`src/bmuPkg.sv`:
```
// shared widths, encodings and control words for the bit-manipulation decoder
// import with bmuPkg::* in the module header of any block that needs them
`default_nettype none

package bmuPkg;

  ////////////////////
  // instruction fields
  ////////////////////
  localparam int InstrW  = 32;             // rv32 instruction word
  localparam int OpW     = 7;              // major opcode
  localparam int Funct3W = 3;
  localparam int Funct7W = 7;
  localparam int RegW    = 5;              // register specifier, also rs2 sub-op

  ////////////////////
  // encodings
  ////////////////////

  // only the two major opcodes that carry bitmanip ops on rv32
  typedef enum logic [OpW-1:0] {
    OpReg = 7'b0110011,                    // r-type integer
    OpImm = 7'b0010011                     // i-type integer
  } opcodeT;

  // alu select driven by the bmu, otherwise funct3 passes through
  typedef enum logic [2:0] {
    AluAdd   = 3'b000,                     // also sh*add base add
    AluShift = 3'b001,                     // shifts and rotates
    AluXor   = 3'b100,                     // binv, xnor
    AluExt   = 3'b101,                     // bext
    AluOr    = 3'b110,                     // bset, orn
    AluAnd   = 3'b111                      // bclr, andn
  } aluSelT;

  // functional unit behind the alu result mux
  typedef enum logic [3:0] {
    UnitNone = 4'b0000,                    // plain alu path, base shifts
    UnitAlu  = 4'b0001,                    // zba, zbs, rotates, inverted logic
    UnitZbb  = 4'b0010,                    // count, ext, rev, min/max
    UnitZbc  = 4'b0011                     // carry-less multiply
  } unitSelT;

  // result mux inside zbb; zbc reuses count for clmul/clmulh, ext for clmulr
  typedef enum logic [3:0] {
    ZbbCount  = 4'b0000,
    ZbbExt    = 4'b0001,
    ZbbRev    = 4'b0010,                   // orc.b, rev8
    ZbbMin    = 4'b0011,
    ZbbMaxRot = 4'b0111                    // max, rotates, andn/orn/xnor
  } zbbSelT;

  ////////////////////
  // control words
  ////////////////////

  // one decoder result, all zero when nothing matched
  typedef struct packed {
    aluSelT  aluSel;
    unitSelT unitSel;
    zbbSelT  zbbSel;
    logic    regWrite;                     // writes rd
    logic    srcBImm;                      // b operand from immediate
    logic    aluOp;                        // bmu owns alu select
    logic    subArith;                     // invert b / compare
    logic    rotate;
    logic    mask;                         // single-bit zbs mask
    logic    preShift;                     // sh1add..sh3add
  } bmuDecT;

  // what execute still needs once the instruction leaves decode
  typedef struct packed {
    unitSelT    unitSel;
    zbbSelT     zbbSel;
    logic       regWrite;
    logic [2:0] aluControl;                // {rotate, mask, preShift}
    logic       active;                    // legal bmu op in flight
  } bmuExT;

endpackage

`default_nettype wire

```
`src/bmuDecodeShift.sv`:
```
// decode of zba shift-adds, zbs single-bit ops and the base shifts
// combinational, returns a zero word when the encoding is not its own
`timescale 1ns/1ns
`default_nettype none

module bmuDecodeShift import bmuPkg::*; (
  input  opcodeT             opD,          // major opcode
  input  logic [Funct7W-1:0] funct7D,
  input  logic [Funct3W-1:0] funct3D,
  output logic               hit,          // encoding belongs here
  output bmuDecT             dec
);

  logic isImm;                             // i-type form

  assign isImm = (opD == OpImm);

  always_comb begin
    hit = 1'b1;
    dec = '0;                              // AluAdd, UnitNone by default
    case ({opD, funct7D, funct3D})
      ////////////////////
      // zba
      ////////////////////
      {OpReg, 7'b0010000, 3'b010},         // sh1add
      {OpReg, 7'b0010000, 3'b100},         // sh2add
      {OpReg, 7'b0010000, 3'b110}: begin   // sh3add
        dec.unitSel  = UnitAlu;
        dec.preShift = 1'b1;               // shift amount from funct3 in alu
      end
      ////////////////////
      // zbs, reg and imm
      ////////////////////
      {OpReg, 7'b0100100, 3'b001},
      {OpImm, 7'b0100100, 3'b001}: begin   // bclr, bclri
        dec.aluSel   = AluAnd;
        dec.unitSel  = UnitAlu;
        dec.subArith = 1'b1;               // and with inverted mask
        dec.mask     = 1'b1;
      end
      {OpReg, 7'b0100100, 3'b101},
      {OpImm, 7'b0100100, 3'b101}: begin   // bext, bexti
        dec.aluSel  = AluExt;
        dec.unitSel = UnitAlu;
        dec.mask    = 1'b1;
      end
      {OpReg, 7'b0110100, 3'b001},
      {OpImm, 7'b0110100, 3'b001}: begin   // binv, binvi
        dec.aluSel  = AluXor;
        dec.unitSel = UnitAlu;
        dec.mask    = 1'b1;
      end
      {OpReg, 7'b0010100, 3'b001},
      {OpImm, 7'b0010100, 3'b001}: begin   // bset, bseti
        dec.aluSel  = AluOr;
        dec.unitSel = UnitAlu;
        dec.mask    = 1'b1;
      end
      // base shifts run through the bmu shifter
      {OpReg, 7'b0000000, 3'b001}, {OpImm, 7'b0000000, 3'b001},    // sll, slli
      {OpReg, 7'b0000000, 3'b101}, {OpImm, 7'b0000000, 3'b101},    // srl, srli
      {OpReg, 7'b0100000, 3'b101}, {OpImm, 7'b0100000, 3'b101}:    // sra, srai
        dec.aluSel = AluShift;
      default: hit = 1'b0;
    endcase
    if (!hit) begin
      dec = '0;
    end else begin
      dec.regWrite = 1'b1;
      dec.aluOp    = 1'b1;
      dec.srcBImm  = isImm;                // shamt / bit index from imm
    end
  end

endmodule

`default_nettype wire

```
`src/bmuDecodeLogic.sv`:
```
// decode of zbb and zbc, incl. the unary ops selected by the rs2 field
// combinational, returns a zero word on reserved rs2 codes or foreign encodings
`timescale 1ns/1ns
`default_nettype none

module bmuDecodeLogic import bmuPkg::*; (
  input  opcodeT             opD,
  input  logic [Funct7W-1:0] funct7D,
  input  logic [Funct3W-1:0] funct3D,
  input  logic [RegW-1:0]    rs2D,         // sub-op for unary forms
  output logic               hit,
  output bmuDecT             dec
);

  always_comb begin
    hit = 1'b1;
    dec = '0;
    case ({opD, funct7D, funct3D})
      ////////////////////
      // zbb unary, rs2 picks the op
      ////////////////////
      {OpImm, 7'b0110000, 3'b001}: begin
        dec.unitSel = UnitZbb;
        if (rs2D[RegW-1:1] == 4'b0010) begin
          dec.zbbSel = ZbbExt;             // sext.b / sext.h
        end else if (rs2D[RegW-1:2] == 3'b000 && rs2D[1:0] != 2'b11) begin
          dec.zbbSel = ZbbCount;           // clz, ctz, cpop
        end else begin
          hit = 1'b0;                      // reserved count code
        end
      end
      {OpImm, 7'b0010100, 3'b101}: begin   // orc.b
        dec.unitSel = UnitZbb;
        dec.zbbSel  = ZbbRev;
        hit         = (rs2D == 5'b00111);
      end
      {OpImm, 7'b0110100, 3'b101}: begin   // rev8, rv32 form only
        dec.unitSel = UnitZbb;
        dec.zbbSel  = ZbbRev;
        hit         = (rs2D == 5'b11000);
      end
      {OpReg, 7'b0000100, 3'b100}: begin   // zext.h
        dec.unitSel = UnitZbb;
        dec.zbbSel  = ZbbExt;
        dec.srcBImm = 1'b1;                // rs2 field is zero, b from imm path
      end
      ////////////////////
      // compare, rotate, inverted logic
      ////////////////////
      {OpReg, 7'b0000101, 3'b110}, {OpReg, 7'b0000101, 3'b111},    // max, maxu
      {OpReg, 7'b0000101, 3'b100}, {OpReg, 7'b0000101, 3'b101}: begin  // min, minu
        dec.unitSel  = UnitZbb;
        dec.zbbSel   = funct3D[1] ? ZbbMaxRot : ZbbMin;
        dec.subArith = 1'b1;               // subtract for the compare
      end
      {OpReg, 7'b0110000, 3'b001},         // rol
      {OpReg, 7'b0110000, 3'b101},         // ror
      {OpImm, 7'b0110000, 3'b101}: begin   // rori
        dec.aluSel  = AluShift;
        dec.unitSel = (opD == OpImm) ? UnitNone : UnitAlu;
        dec.zbbSel  = ZbbMaxRot;
        dec.rotate  = 1'b1;
      end
      {OpReg, 7'b0100000, 3'b111},         // andn
      {OpReg, 7'b0100000, 3'b110},         // orn
      {OpReg, 7'b0100000, 3'b100}: begin   // xnor
        dec.aluSel   = aluSelT'({1'b1, funct3D[1:0]});  // and / or / xor
        dec.unitSel  = UnitAlu;
        dec.zbbSel   = ZbbMaxRot;
        dec.subArith = 1'b1;               // invert b
      end
      ////////////////////
      // zbc
      ////////////////////
      {OpReg, 7'b0000101, 3'b001},         // clmul
      {OpReg, 7'b0000101, 3'b011}: dec.unitSel = UnitZbc;  // clmulh
      {OpReg, 7'b0000101, 3'b010}: begin   // clmulr
        dec.unitSel = UnitZbc;
        dec.zbbSel  = ZbbExt;              // reversed result
      end
      default: hit = 1'b0;
    endcase
    if (!hit) begin
      dec = '0;
    end else begin
      dec.regWrite = 1'b1;
      dec.aluOp    = 1'b1;
      if (opD == OpImm) dec.srcBImm = 1'b1;
    end
  end

endmodule

`default_nettype wire

```
`src/bmuCtrlDecode.sv`:
```
// decode-stage front end: field split, both sub-decoders, merge and alu select
// illegal means neither sub-decoder claimed the instruction
`timescale 1ns/1ns
`default_nettype none

module bmuCtrlDecode import bmuPkg::*; (
  input  logic [InstrW-1:0] instrD,
  input  logic              aluOpD,        // base alu op from main decoder
  output bmuDecT            decD,
  output logic              illegalD,
  output logic [2:0]        aluSelectD
);

  opcodeT             opD;
  logic [Funct3W-1:0] funct3D;
  logic [Funct7W-1:0] funct7D;
  logic [RegW-1:0]    rs2D;
  logic               shiftHit, logicHit;
  bmuDecT             shiftDec, logicDec;

  ////////////////////
  // fields
  ////////////////////
  assign opD     = opcodeT'(instrD[6:0]); // other opcodes simply never match
  assign funct3D = instrD[14:12];
  assign funct7D = instrD[31:25];
  assign rs2D    = instrD[24:20];

  bmuDecodeShift i_bmuDecodeShift (
    .opD     (opD),
    .funct7D (funct7D),
    .funct3D (funct3D),
    .hit     (shiftHit),
    .dec     (shiftDec)
  );

  bmuDecodeLogic i_bmuDecodeLogic (
    .opD     (opD),
    .funct7D (funct7D),
    .funct3D (funct3D),
    .rs2D    (rs2D),
    .hit     (logicHit),
    .dec     (logicDec)
  );

  // a miss returns zeros, so the logic word covers both the hit and the none case
  assign decD     = shiftHit ? shiftDec : logicDec;
  assign illegalD = ~(shiftHit | logicHit);

  // bmu code, else funct3 for base alu ops, else add for address calc
  assign aluSelectD = decD.aluOp ? decD.aluSel : (aluOpD ? funct3D : AluAdd);

  // encoding spaces of the two tables are disjoint
  always_comb begin
    assert final (!(shiftHit && logicHit))
      else $error("bmu sub-decoders both claim instr %h", instrD);
  end

endmodule

`default_nettype wire

```
`src/bmuCtrlPipe.sv`:
```
// execute-stage copy of the bmu control word
// stall holds the word and wins over flush, flush inserts a bubble
`timescale 1ns/1ns
`default_nettype none

module bmuCtrlPipe import bmuPkg::*; (
  input  logic   clk,
  input  logic   rstN,
  input  logic   stallE,
  input  logic   flushE,
  input  bmuDecT decD,
  input  logic   illegalD,
  output bmuExT  exE
);

  bmuExT exD;                              // word as it enters execute

  assign exD.unitSel    = decD.unitSel;
  assign exD.zbbSel     = decD.zbbSel;
  assign exD.regWrite   = decD.regWrite;
  assign exD.aluControl = {decD.rotate, decD.mask, decD.preShift};
  assign exD.active     = ~illegalD;

  always_ff @(posedge clk or negedge rstN) begin
    if (!rstN) begin
      exE <= '0;                           // no bmu op, no write
    end else if (!stallE) begin
      if (flushE) exE <= '0;               // bubble
      else        exE <= exD;
    end
  end

  ////////////////////
  // checks
  ////////////////////
  assert property (@(posedge clk) disable iff (!rstN) stallE |=> $stable(exE))
    else $error("bmu execute word changed under stall");

  assert property (@(posedge clk) disable iff (!rstN) (flushE && !stallE) |=> !exE.active)
    else $error("bmu op still active after flush");

endmodule

`default_nettype wire

```
`src/bmuCtrl.sv`:
```
// bit-manipulation control top: decode-stage decoder plus execute register
// decode outputs are combinational, exE follows one edge later unless stalled
`timescale 1ns/1ns
`default_nettype none

module bmuCtrl import bmuPkg::*; (
  input  logic              clk,
  input  logic              rstN,
  input  logic [InstrW-1:0] instrD,
  input  logic              aluOpD,
  input  logic              stallE,
  input  logic              flushE,
  output bmuDecT            decD,
  output logic              illegalD,
  output logic [2:0]        aluSelectD,
  output bmuExT             exE
);

  bmuCtrlDecode i_bmuCtrlDecode (
    .instrD     (instrD),
    .aluOpD     (aluOpD),
    .decD       (decD),
    .illegalD   (illegalD),
    .aluSelectD (aluSelectD)
  );

  bmuCtrlPipe i_bmuCtrlPipe (
    .clk      (clk),
    .rstN     (rstN),
    .stallE   (stallE),
    .flushE   (flushE),
    .decD     (decD),
    .illegalD (illegalD),
    .exE      (exE)
  );

endmodule

`default_nettype wire

```
`config.mk`:
```
export PLATFORM = sky130hd
export DESIGN_NAME = bmuCtrl
export DESIGN_NICKNAME = d
export VERILOG_FILES = /design/src/bmuPkg.sv /design/src/bmuDecodeShift.sv /design/src/bmuDecodeLogic.sv /design/src/bmuCtrlDecode.sv /design/src/bmuCtrlPipe.sv /design/src/bmuCtrl.sv
export SDC_FILE = /design/constraint.sdc
export NUM_CORES = 1
export LEC_CHECK = 0
export BUFFER_PORTS_ARGS = -buffer_cell sky130_fd_sc_hd__buf_2
export CAP_MARGIN = 10
export CORE_UTILIZATION = 40
export CTS_CLUSTER_DIAMETER = 150
export DETAILED_ROUTE_END_ITERATION = 8
export PLACE_DENSITY_LB_ADDON = 0.15
export SYNTH_ARGS = -nofsm -noshare
export SYNTH_HDL_FRONTEND = slang
export SYNTH_SLANG_ARGS = --single-unit
```
`constraint.sdc`:
```
create_clock -name clk -period 3.9 [get_ports clk]
set_input_delay 0.78 -clock clk [delete_from_list [all_inputs] [get_ports clk]]
set_output_delay 0.78 -clock clk [all_outputs]
set_load 0.005 [all_outputs]
```
==> flow_summary_export.csv <==
group,metric,value,unit
synth,ys.flop_type,"dfrtp_1",
pwr,power.switching,67.3,uW
pwr,p_seq_share,45.4,%
sta,rsz0062_at_grt,"no",
critical_path,arrival,3040,ps
synth,synth.ff_latch_count,10,
drt,drc,0,
clock_tree,holdBufCountCts,0,
pwr,vdd_ir_drop_max,0.000175,V
clock_tree,cts_tree,"yes",
sta,fin_worst_skew,0,ps
clock_tree,clkTransAtPathRegs,60,ps
cells_and_area,area_growth,26.2,%
clock_tree,cts.sinks,10,
grt,grt_pass1_vias,1135,
grt,antenna_found_initial,0,
sta,max_slew_margin,62.3,%
pwr,p_int,161,uW
place,hpwl,2610,um
sta,fin_crit,3820,ps
pwr,p_comb_share,25.1,%
clock_tree,clockRootBuffer,"clkbuf_4",
floorplan,rows,18,
critical_path,worstPathRequired,3120,ps
clock_tree,clkLatencyLatePin,260,ps
cells_and_area,regMostFlops,"i_bmuCtrlPipe.exE",
synth,synth_area,1130,um^2
cells_and_area,fin_nets,241,
floorplan,start_util,44.1,%
critical_path,critPathLaunch,"instrD[27]",
sta,fin_tns_setup,0,ps
cells_and_area,drive_gt1_share,38.6,%
synth,synth-edff-count,0,
clock_tree,cts_buffers,3,
floorplan,dieWidth,55.2,um
floorplan,fp.coreArea,2570,um^2
sta,worst_slack,84.9,ps
grt,grtUsageTotal,22.2,%
synth,synth-async-reset-ratio,100,%
cells_and_area,diodes,0,
sta,fin_crit_sh,97.8,%
sta,hold_viol,0,
min_path,hp-class,"in -> async",
critical_path,cp-end-kind,"output pin",
pwr,clock_power_share,29.5,%
sta,setup_viol,0,
drt,wl_per_cell,13.8,um
critical_path,worstSetupPathType,"in -> out",
critical_path,r2r-start,"i_bmuCtrlPipe.exE[7]",
critical_path,worst_setup_path_start_kind,"input port",
synth,synth.avg_cell_area,7.64,um^2
sta,slew_viol_final,0,
critical_path,path_max_fanout,7,
critical_path,reg2reg_slack,3160,ps
pwr,power.density,160,nW/um^2
grt,grt_max_degree,14,
floorplan,die-area,3040,um^2
cells_and_area,largest_reg_flops,10,
synth,yosysUniqueCellTypes,52,
pwr,p_leak,0.000722,uW
place,port-buffer-count,55,
synth,ys_seq_area_share,22.1,%
sta,max_clock_freq,262,MHz
floorplan,die_h,55.2,um
synth,synthCells,148,
grt,grt-ovfl-total,0,
run_status,status,"finished clean",
clock_tree,postCtsSetupBuffers,0,
drt,drt_first_pass_iters,4,
drt,ant_nets,0,
job,cap_violations,0,
floorplan,num_io_pins,72,
synth,ys_warn_count,0,
place,routabilityCongestion,0.847,
place,pre_cts_ws,70.5,ps
clock_tree,clk_path_buf_depth,2,
cells_and_area,reg.largest.list,"i_bmuCtrlPipe.exE x10",
grt,grt_pass1_wl,4960,um
drt,routed_wirelength,3200,um
drt,vias,1346,
sta,max_slew.worst_pin.slew,560,ps
drt,viasPerCell,5.80,
clock_tree,htreeDepth,1,
pwr,switching_share,29.4,%
drt,drt_iter0_drc,39,
[power by group through the flow]
stage	combinational (uW)	clock, uW	sequential [uW]
after global routing	64.3	75.9	104
after floorplan	34.3	0	106
after detailed placement	56.4	0	106
final	57.5	67.5	104
after CTS	56.6	71.4	104
after global placement	54.8	0	106
[synthesized netlist by cell type, types with 2 or more instances]
| cell | instances | area [um^2] |
|---|---|---|
| nand2_1 | 20 | 75.1 |
| nor2_1 | 16 | 60.1 |
| buf_4 | 10 | 75.1 |
| dfrtp_1 | 10 | 250 |
| nor3_1 | 7 | 35.0 |
| inv_1 | 6 | 22.5 |
| nand3_1 | 6 | 30.0 |
| nor4_1 | 6 | 37.5 |
| o21ai_0 | 6 | 30.0 |
| nor4b_1 | 4 | 35.0 |
| a21oi_1 | 3 | 15.0 |
| a22o_1 | 3 | 26.3 |
| nand4_1 | 3 | 18.8 |
| a31o_1 | 2 | 17.5 |
| a32oi_1 | 2 | 17.5 |
| clkbuf_1 | 2 | 7.51 |
| nand2b_1 | 2 | 12.5 |
| nor2b_1 | 2 | 12.5 |
| o2111ai_1 | 2 | 17.5 |
| o21a_1 | 2 | 15.0 |
| or2b_2 | 2 | 17.5 |
| or4b_1 | 2 | 20.0 |
[final cells by class]
cell class                 count  area, um^2
timing repair buffer          60         313
fill                         276        1140
multi-input combinational    123         782
inverter                       6        22.5
tap                           30        37.5
sequential                    10         250
clock buffer                   3        22.5
[repair_timing]
| item | CTS | global route |
|---|---|---|
| endpoints found under the setup margin | 0 | 1 |
| resized for setup | 0 | 1 |
| endpoints found under the hold margin | 0 | 0 |
[per-stage QoR]
step | total power [uW] | utilization [%] | cell area [um^2] | hold WS (ps) | cells
2_1_floorplan | 140 | - | 1150 | 475 | 153
3_3_place_gp | 160 | 54.5 | 1400 | 464 | 229
3_5_place_dp | 162 | 54.5 | 1400 | 472 | 229
4_1_cts | 232 | 55.4 | 1420 | 364 | 232
5_1_grt | 244 | 55.6 | 1430 | 371 | 232
6_report | 229 | 55.6 | 1430 | 367 | 232
[routing by layer]
layer	part of all wire [%]	wire (um)	vias to the layer above	global-route usage, %
li1	-	-	658	-
met1	48	1530	622	30.6
met2	44	1420	66	36.9
met3	8.1	258	0	4.64
met4	0	0	0	1.25
met5	0	0	-	0
[worst paths after layout]
kind / end / depth (start not counted)
min in group clk: i_bmuCtrlPipe.exE[5] / 2
hold / removal: i_bmuCtrlPipe.exE[1] / 1
setup / recovery: aluSelectD[0] / 8
hold reg to reg: i_bmuCtrlPipe.exE[5] / 2
setup reg to reg: i_bmuCtrlPipe.exE[7] / 1
max in group asynchronous: i_bmuCtrlPipe.exE[5] / 1
[critical path, cell delays in order]
cell	delay [ps]
buf_2	120
or4b_4	560
or4_1	410
or4_4	460
and4_4	190
and2_4	180
a31o_1	210
buf_2	120
[cells in the final DEF (no fill, tap or decap), types with 3 or more instances in the layout]
| master | netlist | final |
|---|---|---|
| conb_1 | 1 | 6 |
| nand3_1 | 6 | 6 |
| nor2_1 | 16 | 16 |
| dfrtp_1 | 10 | 10 |
| nand2_1 | 20 | 20 |
| clkbuf_4 | 1 | 3 |
| nor4b_1 | 4 | 4 |
| nor4_1 | 6 | 5 |
| a22o_1 | 3 | 3 |
| nand4_1 | 3 | 3 |
| a21oi_1 | 3 | 3 |
| inv_1 | 6 | 6 |
| buf_2 | 0 | 55 |
| o21ai_0 | 6 | 6 |
| buf_4 | 10 | 5 |
| nor3_1 | 7 | 7 |
[cell families (layout without fill, tap and decap cells)]
kind of cell	after synthesis	after routing	share of synthesized area [%]
multiplexers	2	2	1.88
buffers and inverters	20	69	11.0
AND/OR/NAND/NOR	86	86	45.6
AO/OA/AOI/OAI	29	29	19.1
flip-flops	10	10	22.1
other	1	6	0.332
Note: power is estimated with default switching activity, not from simulation.
